`config.mk`:
```
export PLATFORM = sky130hd
export DESIGN_NAME = frontend_top
export DESIGN_NICKNAME = d
export VERILOG_FILES = /design/src/frontend_pkg.sv /design/src/frontend_top.sv /design/src/inst_buffer.sv /design/src/predecoder.sv /design/src/branch_predictor.sv /design/src/pc_reg.sv
export SDC_FILE = /design/constraint.sdc
export NUM_CORES = 2
export LEC_CHECK = 0
export BUFFER_PORTS_ARGS = -buffer_cell sky130_fd_sc_hd__buf_2
export CAP_MARGIN = 30
export CORE_UTILIZATION = 30
export DETAILED_ROUTE_END_ITERATION = 6
export GPL_ROUTABILITY_DRIVEN = 0
export HOLD_SLACK_MARGIN = 0.08
export PLACE_DENSITY = 0.49
export SKIP_CTS_REPAIR_TIMING = 1
export SYNTH_ARGS = -nofsm -noshare
export SYNTH_HDL_FRONTEND = slang
export SYNTH_SLANG_ARGS = --single-unit
```
`constraint.sdc`:
```
create_clock -name clk -period 13.8 [get_ports clk]
set_input_delay 1.38 -clock clk [delete_from_list [all_inputs] [get_ports clk]]
set_output_delay 1.38 -clock clk [all_outputs]
set_load 0.01 [all_outputs]
```
`src/frontend_pkg.sv`:
```
`default_nettype none

package frontend_pkg;

    ////////////////////////////////////////
    // Widths and depths
    ////////////////////////////////////////

    // Instruction and address width
    localparam int xlen = 32;

    // Direct-mapped BTB, indexed by pc[5:2], tagged by pc[31:6]
    localparam int btb_entries    = 16;
    localparam int btb_index_bits = 4;
    localparam int btb_tag_bits   = 26;

    // Fetch queue toward the backend
    localparam int ibuf_depth    = 4;
    localparam int ibuf_ptr_bits = 2;

    // First fetch address after reset
    localparam logic [xlen-1:0] reset_pc = 32'h0000_0000;

    ////////////////////////////////////////
    // Encodings
    ////////////////////////////////////////

    // RV32I major opcodes seen by the predecoder
    typedef enum logic [6:0] {
        op_jal    = 7'b1101111,
        op_jalr   = 7'b1100111,
        op_branch = 7'b1100011,
        op_other  = 7'b0000000
    } opcode_e;

    // Predecoded control-flow class
    typedef enum logic [1:0] {
        br_none = 2'd0,
        br_cond = 2'd1,
        br_jal  = 2'd2,
        br_jalr = 2'd3
    } br_kind_e;

    // Four-phase req/ack toward the backend
    typedef enum logic [1:0] {
        hs_idle         = 2'd0,
        hs_req          = 2'd1,
        // ack seen, req dropped, waiting for ack low
        hs_wait_release = 2'd2
    } hs_state_e;

endpackage

`default_nettype wire
```
`src/frontend_top.sv`:
```
`default_nettype none

module frontend_top (
    input  wire logic                         clk,
    input  wire logic                         rst,

    // Instruction memory
    output logic      [frontend_pkg::xlen-1:0] fetch_pc,
    output logic                              fetch_en,
    input  wire logic [frontend_pkg::xlen-1:0] fetch_inst,

    // Delivery to the backend
    output logic                              inst_req,
    input  wire logic                         inst_ack,
    output logic      [frontend_pkg::xlen-1:0] inst_pc,
    output logic      [frontend_pkg::xlen-1:0] inst_word,
    output logic                              pred_taken,
    output logic      [frontend_pkg::xlen-1:0] pred_target,

    // Backend flush and BTB training
    input  wire logic                         branch_flush,
    input  wire logic [frontend_pkg::xlen-1:0] flush_target,
    input  wire logic                         upd_valid,
    input  wire logic [frontend_pkg::xlen-1:0] upd_pc,
    input  wire logic                         upd_taken,
    input  wire logic [frontend_pkg::xlen-1:0] upd_target
);

    // pc_reg feedback
    logic                          redirect;
    logic [frontend_pkg::xlen-1:0] redirect_target;
    logic                          ibuf_full;

    // Predictor and predecoder results
    logic                          btb_hit;
    logic                          btb_taken;
    logic [frontend_pkg::xlen-1:0] btb_target;
    frontend_pkg::br_kind_e        br_kind;
    logic [frontend_pkg::xlen-1:0] direct_target;

    pc_reg u_pc_reg (
        .clk, .rst,
        .branch_flush, .flush_target,
        .redirect, .redirect_target, .ibuf_full,
        .fetch_pc, .fetch_en
    );

    branch_predictor u_branch_predictor (
        .clk, .rst,
        .fetch_pc,
        .upd_valid, .upd_pc, .upd_taken, .upd_target,
        .btb_hit, .btb_taken, .btb_target
    );

    predecoder u_predecoder (
        .fetch_pc, .fetch_inst,
        .br_kind, .direct_target
    );

    inst_buffer u_inst_buffer (
        .clk, .rst, .branch_flush,
        .fetch_en, .fetch_pc, .fetch_inst,
        .br_kind, .direct_target,
        .btb_hit, .btb_taken, .btb_target,
        .redirect, .redirect_target, .ibuf_full,
        .inst_req, .inst_ack, .inst_pc, .inst_word,
        .pred_taken, .pred_target
    );

endmodule

`default_nettype wire

```
`src/inst_buffer.sv`:
```
`default_nettype none

module inst_buffer (
    input  wire logic                         clk,
    input  wire logic                         rst,
    input  wire logic                         branch_flush,

    // Current fetch and the two lookups
    input  wire logic                         fetch_en,
    input  wire logic [frontend_pkg::xlen-1:0] fetch_pc,
    input  wire logic [frontend_pkg::xlen-1:0] fetch_inst,
    input  wire frontend_pkg::br_kind_e       br_kind,
    input  wire logic [frontend_pkg::xlen-1:0] direct_target,
    input  wire logic                         btb_hit,
    input  wire logic                         btb_taken,
    input  wire logic [frontend_pkg::xlen-1:0] btb_target,

    // Back to pc_reg
    output logic                              redirect,
    output logic      [frontend_pkg::xlen-1:0] redirect_target,
    output logic                              ibuf_full,

    // Backend handshake
    output logic                              inst_req,
    input  wire logic                         inst_ack,
    output logic      [frontend_pkg::xlen-1:0] inst_pc,
    output logic      [frontend_pkg::xlen-1:0] inst_word,
    output logic                              pred_taken,
    output logic      [frontend_pkg::xlen-1:0] pred_target
);

    logic [frontend_pkg::xlen-1:0] pc_mem     [frontend_pkg::ibuf_depth];
    logic [frontend_pkg::xlen-1:0] word_mem   [frontend_pkg::ibuf_depth];
    logic                          taken_mem  [frontend_pkg::ibuf_depth];
    logic [frontend_pkg::xlen-1:0] target_mem [frontend_pkg::ibuf_depth];

    logic [frontend_pkg::ibuf_ptr_bits-1:0] wr_ptr;
    logic [frontend_pkg::ibuf_ptr_bits-1:0] rd_ptr;
    logic [frontend_pkg::ibuf_ptr_bits:0]   count;

    logic                          taken_c;
    logic [frontend_pkg::xlen-1:0] target_c;
    logic                          push;
    logic                          pop;
    frontend_pkg::hs_state_e       state;

    ////////////////////////////////////////
    // Final prediction
    ////////////////////////////////////////

    always_comb begin
        taken_c  = 1'b0;
        target_c = fetch_pc + 32'd4;
        case (br_kind)
            frontend_pkg::br_jal: begin
                taken_c  = 1'b1;
                target_c = direct_target;
            end
            frontend_pkg::br_cond: begin
                if (btb_hit && btb_taken) begin
                    taken_c  = 1'b1;
                    target_c = direct_target;
                end
            end
            // Indirect jump needs a BTB entry to go anywhere
            frontend_pkg::br_jalr: begin
                if (btb_hit) begin
                    taken_c  = 1'b1;
                    target_c = btb_target;
                end
            end
            default: ;
        endcase
    end

    assign redirect        = fetch_en && taken_c;
    assign redirect_target = target_c;

    ////////////////////////////////////////
    // Fetch queue
    ////////////////////////////////////////

    assign push      = fetch_en && !branch_flush;
    assign pop       = (state == frontend_pkg::hs_req) && inst_ack && !branch_flush;
    assign ibuf_full = (count == frontend_pkg::ibuf_depth);

    always_ff @(posedge clk) begin
        if (push) begin
            pc_mem[wr_ptr]     <= fetch_pc;
            word_mem[wr_ptr]   <= fetch_inst;
            taken_mem[wr_ptr]  <= taken_c;
            target_mem[wr_ptr] <= target_c;
        end
    end

    always_ff @(posedge clk) begin
        if (rst || branch_flush) begin
            wr_ptr <= '0;
            rd_ptr <= '0;
            count  <= '0;
        end else begin
            if (push) wr_ptr <= wr_ptr + 1'b1;
            if (pop) rd_ptr <= rd_ptr + 1'b1;
            count <= count + push - pop;
        end
    end

    ////////////////////////////////////////
    // Four-phase req/ack
    ////////////////////////////////////////

    always_ff @(posedge clk) begin
        if (rst || branch_flush) begin
            state <= frontend_pkg::hs_idle;
        end else begin
            case (state)
                frontend_pkg::hs_idle: begin
                    if (count != 0 && !inst_ack) state <= frontend_pkg::hs_req;
                end
                frontend_pkg::hs_req: begin
                    if (inst_ack) state <= frontend_pkg::hs_wait_release;
                end
                frontend_pkg::hs_wait_release: begin
                    // count already reflects the pop
                    if (!inst_ack) begin
                        state <= (count != 0) ? frontend_pkg::hs_req : frontend_pkg::hs_idle;
                    end
                end
                default: state <= frontend_pkg::hs_idle;
            endcase
        end
    end

    // Head entry stays put until the pop
    assign inst_req    = (state == frontend_pkg::hs_req);
    assign inst_pc     = pc_mem[rd_ptr];
    assign inst_word   = word_mem[rd_ptr];
    assign pred_taken  = taken_mem[rd_ptr];
    assign pred_target = target_mem[rd_ptr];

endmodule

`default_nettype wire

```
`src/predecoder.sv`:
```
`default_nettype none

module predecoder (
    input  wire logic [frontend_pkg::xlen-1:0] fetch_pc,
    input  wire logic [frontend_pkg::xlen-1:0] fetch_inst,
    output frontend_pkg::br_kind_e            br_kind,
    output logic      [frontend_pkg::xlen-1:0] direct_target
);

    frontend_pkg::opcode_e         opcode;
    logic [2:0]                    funct3;
    logic [frontend_pkg::xlen-1:0] imm_j;
    logic [frontend_pkg::xlen-1:0] imm_b;

    assign funct3 = fetch_inst[14:12];

    ////////////////////////////////////////
    // Opcode and class
    ////////////////////////////////////////

    always_comb begin
        case (fetch_inst[6:0])
            frontend_pkg::op_jal:    opcode = frontend_pkg::op_jal;
            frontend_pkg::op_jalr:   opcode = frontend_pkg::op_jalr;
            frontend_pkg::op_branch: opcode = frontend_pkg::op_branch;
            default:                 opcode = frontend_pkg::op_other;
        endcase
    end

    always_comb begin
        case (opcode)
            frontend_pkg::op_jal:  br_kind = frontend_pkg::br_jal;
            frontend_pkg::op_jalr: br_kind = frontend_pkg::br_jalr;
            frontend_pkg::op_branch: begin
                // funct3 010 and 011 are not defined for branches
                if (funct3[2:1] == 2'b01) begin
                    br_kind = frontend_pkg::br_none;
                end else begin
                    br_kind = frontend_pkg::br_cond;
                end
            end
            default: br_kind = frontend_pkg::br_none;
        endcase
    end

    ////////////////////////////////////////
    // Immediates and direct target
    ////////////////////////////////////////

    // J-type: imm[20|10:1|11|19:12]
    assign imm_j = {{12{fetch_inst[31]}}, fetch_inst[19:12], fetch_inst[20],
                    fetch_inst[30:21], 1'b0};

    // B-type: imm[12|10:5] ... imm[4:1|11]
    assign imm_b = {{20{fetch_inst[31]}}, fetch_inst[7], fetch_inst[30:25],
                    fetch_inst[11:8], 1'b0};

    // Only meaningful for jal and conditional branches
    assign direct_target = fetch_pc + ((opcode == frontend_pkg::op_jal) ? imm_j : imm_b);

endmodule

`default_nettype wire

```
`src/branch_predictor.sv`:
```
`default_nettype none

module branch_predictor (
    input  wire logic                         clk,
    input  wire logic                         rst,

    // Lookup side
    input  wire logic [frontend_pkg::xlen-1:0] fetch_pc,

    // Training from the backend
    input  wire logic                         upd_valid,
    input  wire logic [frontend_pkg::xlen-1:0] upd_pc,
    input  wire logic                         upd_taken,
    input  wire logic [frontend_pkg::xlen-1:0] upd_target,

    // Lookup result
    output logic                              btb_hit,
    output logic                              btb_taken,
    output logic      [frontend_pkg::xlen-1:0] btb_target
);

    localparam int idx_hi = frontend_pkg::btb_index_bits + 1;
    localparam int tag_lo = frontend_pkg::xlen - frontend_pkg::btb_tag_bits;

    logic                              valid_q  [frontend_pkg::btb_entries];
    logic [1:0]                        cnt_q    [frontend_pkg::btb_entries];
    logic [frontend_pkg::btb_tag_bits-1:0] tag_q [frontend_pkg::btb_entries];
    logic [frontend_pkg::xlen-1:0]     target_q [frontend_pkg::btb_entries];

    logic [frontend_pkg::btb_index_bits-1:0] rd_idx;
    logic [frontend_pkg::btb_tag_bits-1:0]   rd_tag;
    logic [frontend_pkg::btb_index_bits-1:0] upd_idx;
    logic [frontend_pkg::btb_tag_bits-1:0]   upd_tag;
    logic                                    upd_hit;

    ////////////////////////////////////////
    // Lookup
    ////////////////////////////////////////

    assign rd_idx = fetch_pc[idx_hi:2];
    assign rd_tag = fetch_pc[frontend_pkg::xlen-1:tag_lo];

    assign btb_hit    = valid_q[rd_idx] && (tag_q[rd_idx] == rd_tag);
    // Weakly or strongly taken
    assign btb_taken  = btb_hit && cnt_q[rd_idx][1];
    assign btb_target = target_q[rd_idx];

    ////////////////////////////////////////
    // Training
    ////////////////////////////////////////

    assign upd_idx = upd_pc[idx_hi:2];
    assign upd_tag = upd_pc[frontend_pkg::xlen-1:tag_lo];
    assign upd_hit = valid_q[upd_idx] && (tag_q[upd_idx] == upd_tag);

    always_ff @(posedge clk) begin
        if (rst) begin
            for (int i = 0; i < frontend_pkg::btb_entries; i++) begin
                valid_q[i] <= 1'b0;
                cnt_q[i]   <= 2'b00;
            end
        end else if (upd_valid) begin
            if (upd_hit) begin
                // Saturating 2-bit counter
                if (upd_taken && cnt_q[upd_idx] != 2'b11) begin
                    cnt_q[upd_idx] <= cnt_q[upd_idx] + 2'd1;
                end else if (!upd_taken && cnt_q[upd_idx] != 2'b00) begin
                    cnt_q[upd_idx] <= cnt_q[upd_idx] - 2'd1;
                end
            end else if (upd_taken) begin
                // Install as weakly taken, misses that were not taken are dropped
                valid_q[upd_idx] <= 1'b1;
                cnt_q[upd_idx]   <= 2'b10;
            end
        end
    end

    // Tag and target follow every taken update
    always_ff @(posedge clk) begin
        if (upd_valid && upd_taken) begin
            tag_q[upd_idx]    <= upd_tag;
            target_q[upd_idx] <= upd_target;
        end
    end

endmodule

`default_nettype wire

```
`src/pc_reg.sv`:
```
`default_nettype none

module pc_reg (
    input  wire logic                         clk,
    input  wire logic                         rst,

    // Backend correction
    input  wire logic                         branch_flush,
    input  wire logic [frontend_pkg::xlen-1:0] flush_target,

    // Predicted redirect from the instruction buffer
    input  wire logic                         redirect,
    input  wire logic [frontend_pkg::xlen-1:0] redirect_target,
    input  wire logic                         ibuf_full,

    // Instruction memory port
    output logic      [frontend_pkg::xlen-1:0] fetch_pc,
    output logic                              fetch_en
);

    logic [frontend_pkg::xlen-1:0] pc_q;
    logic [frontend_pkg::xlen-1:0] pc_next;

    ////////////////////////////////////////
    // Next pc selection
    ////////////////////////////////////////

    // Flush beats stall, stall beats the prediction
    always_comb begin
        if (branch_flush) begin
            pc_next = flush_target;
        end else if (ibuf_full) begin
            pc_next = pc_q;
        end else if (redirect) begin
            pc_next = redirect_target;
        end else begin
            pc_next = pc_q + 32'd4;
        end
    end

    always_ff @(posedge clk) begin
        if (rst) begin
            pc_q <= frontend_pkg::reset_pc;
        end else begin
            pc_q <= pc_next;
        end
    end

    // No fetch in reset, in a flush cycle or with the queue full
    assign fetch_en = !rst && !branch_flush && !ibuf_full;
    assign fetch_pc = pc_q;

endmodule

`default_nettype wire

```
# Yosys cells after proc, flatten, opt, wreduce, memory -nomap -nowiden
# Memories as Yosys holds them, arrays and structs flattened. A register that Yosys moved wholly into a read port is not among the register bits.
# Index checks and enable logic that the tools add are counted.
# W data, S select, Z words.
totals:
  latchBits: 0
  inputBits: 134
  word_cells: 133
  rom_bits: 0
  reg_bits: 41
  output_inout_bits: 131
  n_memories: 8
  mem_bits_rw: 1364
memory_table:
  columns: ["name", "depth", "word_bits", "read_ports", "rd_ports_with_merged_regs", "wr", "line_no", "source"]
  rows:
  - ["u_branch_predictor.target_q", 16, 32, 1, 1, 1, "branch_predictor.sv:28", "logic [frontend_pkg::xlen-1:0] target_q [frontend_pkg::btb_entries];"]
  - ["u_branch_predictor.tag_q", 16, 26, 2, 1, 1, "branch_predictor.sv:27", "logic [frontend_pkg::btb_tag_bits-1:0] tag_q [frontend_pkg::btb_entries];"]
  - ["u_inst_buffer.pc_mem", 4, 32, 1, 1, 1, "inst_buffer.sv:32", "logic [frontend_pkg::xlen-1:0] pc_mem [frontend_pkg::ibuf_depth];"]
  - ["u_inst_buffer.target_mem", 4, 32, 1, 1, 1, "inst_buffer.sv:35", "logic [frontend_pkg::xlen-1:0] target_mem [frontend_pkg::ibuf_depth];"]
  - ["u_inst_buffer.word_mem", 4, 32, 1, 1, 1, "inst_buffer.sv:33", "logic [frontend_pkg::xlen-1:0] word_mem [frontend_pkg::ibuf_depth];"]
  - ["u_branch_predictor.cnt_q", 16, 2, 2, 1, 16, "branch_predictor.sv:26", "logic [1:0] cnt_q [frontend_pkg::btb_entries];"]
  - ["+2 memories", null, null, null, null, null, null, null]
classes:
  n_lt_le_gt_ge: 0
  n_reduce_logical: 26
  n_shift: 0
  div_mod_pow: 0
  add_sub_neg: 8
  mux: 64
  n_bitwise: 2
  mul: 0
  n_eq_ne: 20
ops:
  columns: ["op", "n"]
  rows:
  - ["$mux W32", 5]
  - ["$pmux W32 S3", 1]
  - ["$eq A26 B26 Y1", 2]
  - ["$eq A7 B7 Y1 const B", 6]
  - ["$mux W4", 10]
  - ["$add A32 B3 Y32 const B", 1]
  - ["$add A32 B32 Y32", 1]
  - ["$mux W1", 29]
  - ["$mux W2", 14]
  - ["$pmux W7 S3", 1]
  - ["$mux W20", 1]
  - ["$logic_and A1 B1 Y1", 14]
  - ["$pmux W2 S3", 2]
  - ["$add A2 B1 Y2 const B", 3]
  - ["$eq A2 B1 Y1 const B", 3]
  - ["$eq A2 B2 Y1 const B", 3]
  - ["$ne A2 B2 Y1 const B", 3]
  - ["$logic_not A1 Y1", 5]
  - ["$ne A2 B1 Y1 const B", 2]
  - ["$add A3 B1 Y3", 1]
  - ["$eq A3 B3 Y1 const B", 1]
  - ["$pmux W1 S3", 1]
  - ["$reduce_and A3 Y1", 1]
  - ["$reduce_bool A3 Y1", 1]
  - ["other kinds (8)", 9]

# Logic depth before layout (Yosys ltp)
# An unclocked memory read counts as a cell.
logic_depth:
  ltp_word: 13
  depth_mapped: 20
  depth_no_buf: 18

# Cells and area by module
# A second synthesis with hierarchy kept.
hier_totals:
  cells_unflattened: 3339
  hier_area_um2: 62059.5
modules_own_cells:
  columns: ["mod", "seq_area_each_um2", "cells_each", "area_per_inst_um2", "instances"]
  rows:
  - ["branch_predictor", 29148.0, 1946, 41939.0, 1]
  - ["inst_buffer", 11871.4, 747, 15688.8, 1]
  - ["pc_reg", 640.6, 341, 2383.5, 1]
  - ["predecoder", 0.0, 305, 2048.2, 1]

# Worst setup path after synthesis
# Ideal clock, no wire load.
synth_path:
  kind: "in2reg"
  startpoint: "in upd_pc[3] (netlist bit)"
  endpoint: "mem u_branch_predictor.tag_q[10][0] (netlist bit) (enable)"
  arrival_time_ps: 6806
  setup_slack_ps: 6449
  path_buffers: 5
  setup_time_ps: 545
  cell_stages: 7
  required_ps: 13255
  cell_sequence: "clkbuf_1 > buf_2 > buf_1 > clkbuf_1 > nand2b_1 > clkbuf_1 > nor3_1"
synth_lines:
  columns: ["element", "line_no", "source"]
  rows:
  - ["start: declaration", "frontend_top.sv:24", "input wire logic [frontend_pkg::xlen-1:0] upd_pc,"]
  - ["end: declaration", "branch_predictor.sv:27", null]
# No word-level cell before the write port.

==> flow_summary_export.csv <==
group,metric,value,unit
global_routing,grt_overflow_total,0,
synth,synth_top_cell_by_area,"edfxtp_1",
power_and_ir_drop,p_sw_share,23.1,%
sta,tns,0,ns
die,pin_count,265,
die,fp.dieH,452,um
place,dp.cells,5925,
synth,synth_top_area_share,66.6,%
clock_network,cts_buffers,150,
layout,layout.cells.non_filler,6207,
global_routing,groute.usage.overall,17.7,%
clock_network,htreeDepth,4,
layout,regArea,0.0418,sq mm
synth,synth.avg_cell_area,19.4,sq um
route,via_per_inst,5.22,
clock_network,clock_path_buffers,3,
power_and_ir_drop,combPwrFrac,8.2,%
layout,drive_gt1_share,31.8,%
critical_path,worstPathRequired,14.31,ns
global_routing,antenna_found_initial,36,
route,route.vias.total,32400,
clock_network,cts_tree,"done",
die,num_rows,164,
clock_network,clk_pin_slew,0.06,ns
global_routing,busiest_layer,"met2",
critical_path,crit_slowest_cell,"nor4_1",
critical_path,max_stage_delay,0.89,ns
sta,final_hold_viol_count,0,
global_routing,grtUsageMet3,3.11,%
flow_run,drv_cap,0,
die,die_area,0.204,sq mm
route,drt_iter0_markers,2830,
critical_path,worst-path-buf-inv,4,
place,dp_hpwl,113000,um
synth,netlist_top_cells_area,"edfxtp_1, mux4_2, dfxtp_1",
layout,syn2layout_area_growth,15.7,%
synth,syn_nets,3301,
synth,netlist_area,0.0608,sq mm
route,dr.pass1.iters,5,
critical_path,startpoint_type,"input pin",
die,floorplan.initialDensity,30.3,%
die,core_area,0.200,sq mm
layout,multi_input_area,0.0180,sq mm
sta,finalSetupViolCount,0,
synth,synth.distinct_cells,76,
critical_path,crit_fanout,47,
power_and_ir_drop,p_int,7.48,mW
power_and_ir_drop,ir_drop,0.116,mV
clock_network,cts_sinks,1411,
clock_network,cts_root_buffer,"clkbuf_16",
synth,synth-seq-cells,1411,
synth,synth_edf_count,1348,
layout,final_cell_mix,"edfxtp_1, mux4_2, buf_2",
sta,rsz0062_at_grt,"false",
min_path,hold_path.class,"register to register",
global_routing,grt_first_pass_wirelength,257000,um
global_routing,grt_max_degree,127,
power_and_ir_drop,p_switching,2.24,mW
die,die_width,452,um
sta,relSlewSlack,33.0,%
global_routing,met1_usage,23.4,%
sta,whs,0.477,ns
layout,design_area,0.0703,sq mm
layout,fillers,18700,
sta,finalMaxSlewViolations,0,
power_and_ir_drop,p_leak,22.3,nW
route,wirelength,183000,um
critical_path,path_delay_family,"simple AND/OR/NAND/NOR gates",
layout,final_common_cell,"edfxtp_1",
synth,syn_inst,3125,
global_routing,first_global_vias,33100,
synth,synth_flop_cell,"edfxtp_1",
route,antenna_left,0,
sta,fmax,144,MHz
sta,min_period,6.94,ns
sta,timing.clock.skew,0.0413,ns
place,placed_cell_area,0.0653,sq mm
layout,nets,3598,
synth,synthArstFlopShare,0,%
power_and_ir_drop,clockPowerShare,42.1,%
power_and_ir_drop,seq_power_share,49.7,%
critical_path,crit_arrival,7.45,ns
sta,fin_crit_sh,50.3,%
power_and_ir_drop,p_per_area,138,mW/mm^2
global_routing,use_met2,29.9,%
critical_path,worst_setup_path_end_kind,"register",
place,io_buffers,262,
critical_path,path_class,"input pin to register",
route,drc,0,
synth,yosysSeqAreaShare,68.7,%
synth,yosysWarnings,0,
run_status,outcome,"finished clean",
sta,worstMarginPinSlew,1.00,ns
critical_path,path_cells,"clkbuf_8, buf_4, buf_4, buf_16, mux4_2, mux4_2, xnor2_1, nand4_1, nor4_1, nand2_1, or3_1, nand3_1, nor2b_1",
clock_network,clock_latency,0.80,ns
route,avgRoutedWirePerCell,29.4,um
[synthesized netlist by cell type, drive strengths merged (13+ instances only)]
| library cell | instances |
|---|---|
| and3 | 17 |
| nor2b | 31 |
| dfxtp | 63 |
| inv | 51 |
| and2 | 13 |
| mux2i | 66 |
| edfxtp | 1348 |
| a41o | 17 |
| a22oi | 24 |
| xnor2 | 79 |
| nand2 | 101 |
| ha | 40 |
| nand4 | 21 |
| buf | 108 |
| nand2b | 14 |
| o21a | 13 |
| nand3 | 36 |
| mux4 | 499 |
| a21oi | 46 |
| nor2 | 102 |
| or3 | 16 |
| nor3 | 28 |
| a22o | 15 |
| mux2 | 13 |
| o22ai | 26 |
| o21ai | 66 |
| xor2 | 35 |
| clkbuf | 89 |
| a21o | 30 |
[kinds of logic (layout without fill, tap and decap cells)]
family / count (synthesis) / after routing / share of synthesized area (%)
AOI/OAI and AO/OA: 328 / 328 / 3.83
xor gates and xnor gates: 114 / 114 / 1.64
adders and majority gates: 42 / 42 / 0.890
buffers and inverters: 248 / 669 / 1.81
DFF: 1411 / 1411 / 68.7
muxes: 578 / 578 / 19.8
other: 0 / 5 / 0
and+or+nand+nor: 404 / 404 / 3.31
[layer usage]
layer | vias to the layer above | routed length, um
li1 | 13700 | -
met1 | 17500 | 76900
met2 | 1019 | 91000
met3 | 251 | 10300
met4 | 24 | 4250
met5 | - | 142
[flip-flops by register name, indices dropped and copies added (netlist names), named ones only]
name and flops:
u_inst_buffer.pc_mem 128, u_inst_buffer.target_mem 128, u_pc_reg.fetch_pc 32, u_inst_buffer.state 2, u_branch_predictor.tag_q 416, u_inst_buffer.taken_mem 4, u_branch_predictor.cnt_q 32, u_inst_buffer.word_mem 128
u_inst_buffer.wr_ptr 2, u_branch_predictor.target_q 512, u_branch_predictor.valid_q 16, u_inst_buffer.count 3, u_inst_buffer.rd_ptr 2
[per-stage QoR]
| stage | total power, mW | util, % | setup WS, ns |
|---|---|---|---|
| 2_1_floorplan | 5.39 | - | 6.45 |
| 3_3_place_gp | 5.72 | 32.6 | 5.71 |
| 3_5_place_dp | 5.73 | 32.6 | 5.73 |
| 4_1_cts | 9.82 | 35.0 | 6.57 |
| 5_1_grt | 10.0 | 35.1 | 6.65 |
| 6_report | 9.72 | 35.1 | 6.86 |
[worst register-to-register path, stage by stage, from the launching register on]
cell      delay, ns
dfxtp_4        0.77
buf_4          0.68
buf_4          0.80
mux4_2         0.61
mux2_2         0.31
or3b_1         0.38
a211oi_1       0.23
nor2_1         0.13
nor4_2         0.56
nand4_2        0.39
nand2_2        0.64
nand2_2        0.36
mux2_2         0.37
nor3_2         0.40
[power by group through the flow]
stage          logic, mW  clock network [mW]  registers (mW)
6_report           0.797                4.09            4.83
5_1_grt            0.851                4.33            4.83
4_1_cts            0.809                4.18            4.83
3_5_place_dp       0.806                   0            4.92
3_3_place_gp       0.805                   0            4.92
2_1_floorplan      0.498                   0            4.89
[worst paths after layout]
path                                                                 endpoint  slack [ns]  cells after the start                          startpoint
worst min register to register             u_pc_reg.fetch_pc[26]$_SDFFE_PP0N_        0.48                      1  u_pc_reg.fetch_pc[26]$_SDFFE_PP0N_
worst max register to register                                       register        6.99                     13                            register
worst min-delay path                       u_pc_reg.fetch_pc[26]$_SDFFE_PP0N_        0.48                      1  u_pc_reg.fetch_pc[26]$_SDFFE_PP0N_
worst max-delay path            u_branch_predictor.cnt_q[15][1]$_SDFFCE_PN0P_        6.86                     13                           upd_pc[2]
[layout make-up]
cell class	instances	share of cell area (%)
Antenna cell	5	0.0178
Clock buffer	191	5.75
Clock inverter	85	1.31
Inverter	51	0.272
Multi-Input combinational cell	1466	25.7
Sequential cell	1411	59.4
Tap cell	2656	4.73
Timing Repair Buffer	342	2.83
Note: power is estimated with default switching activity, not from simulation.
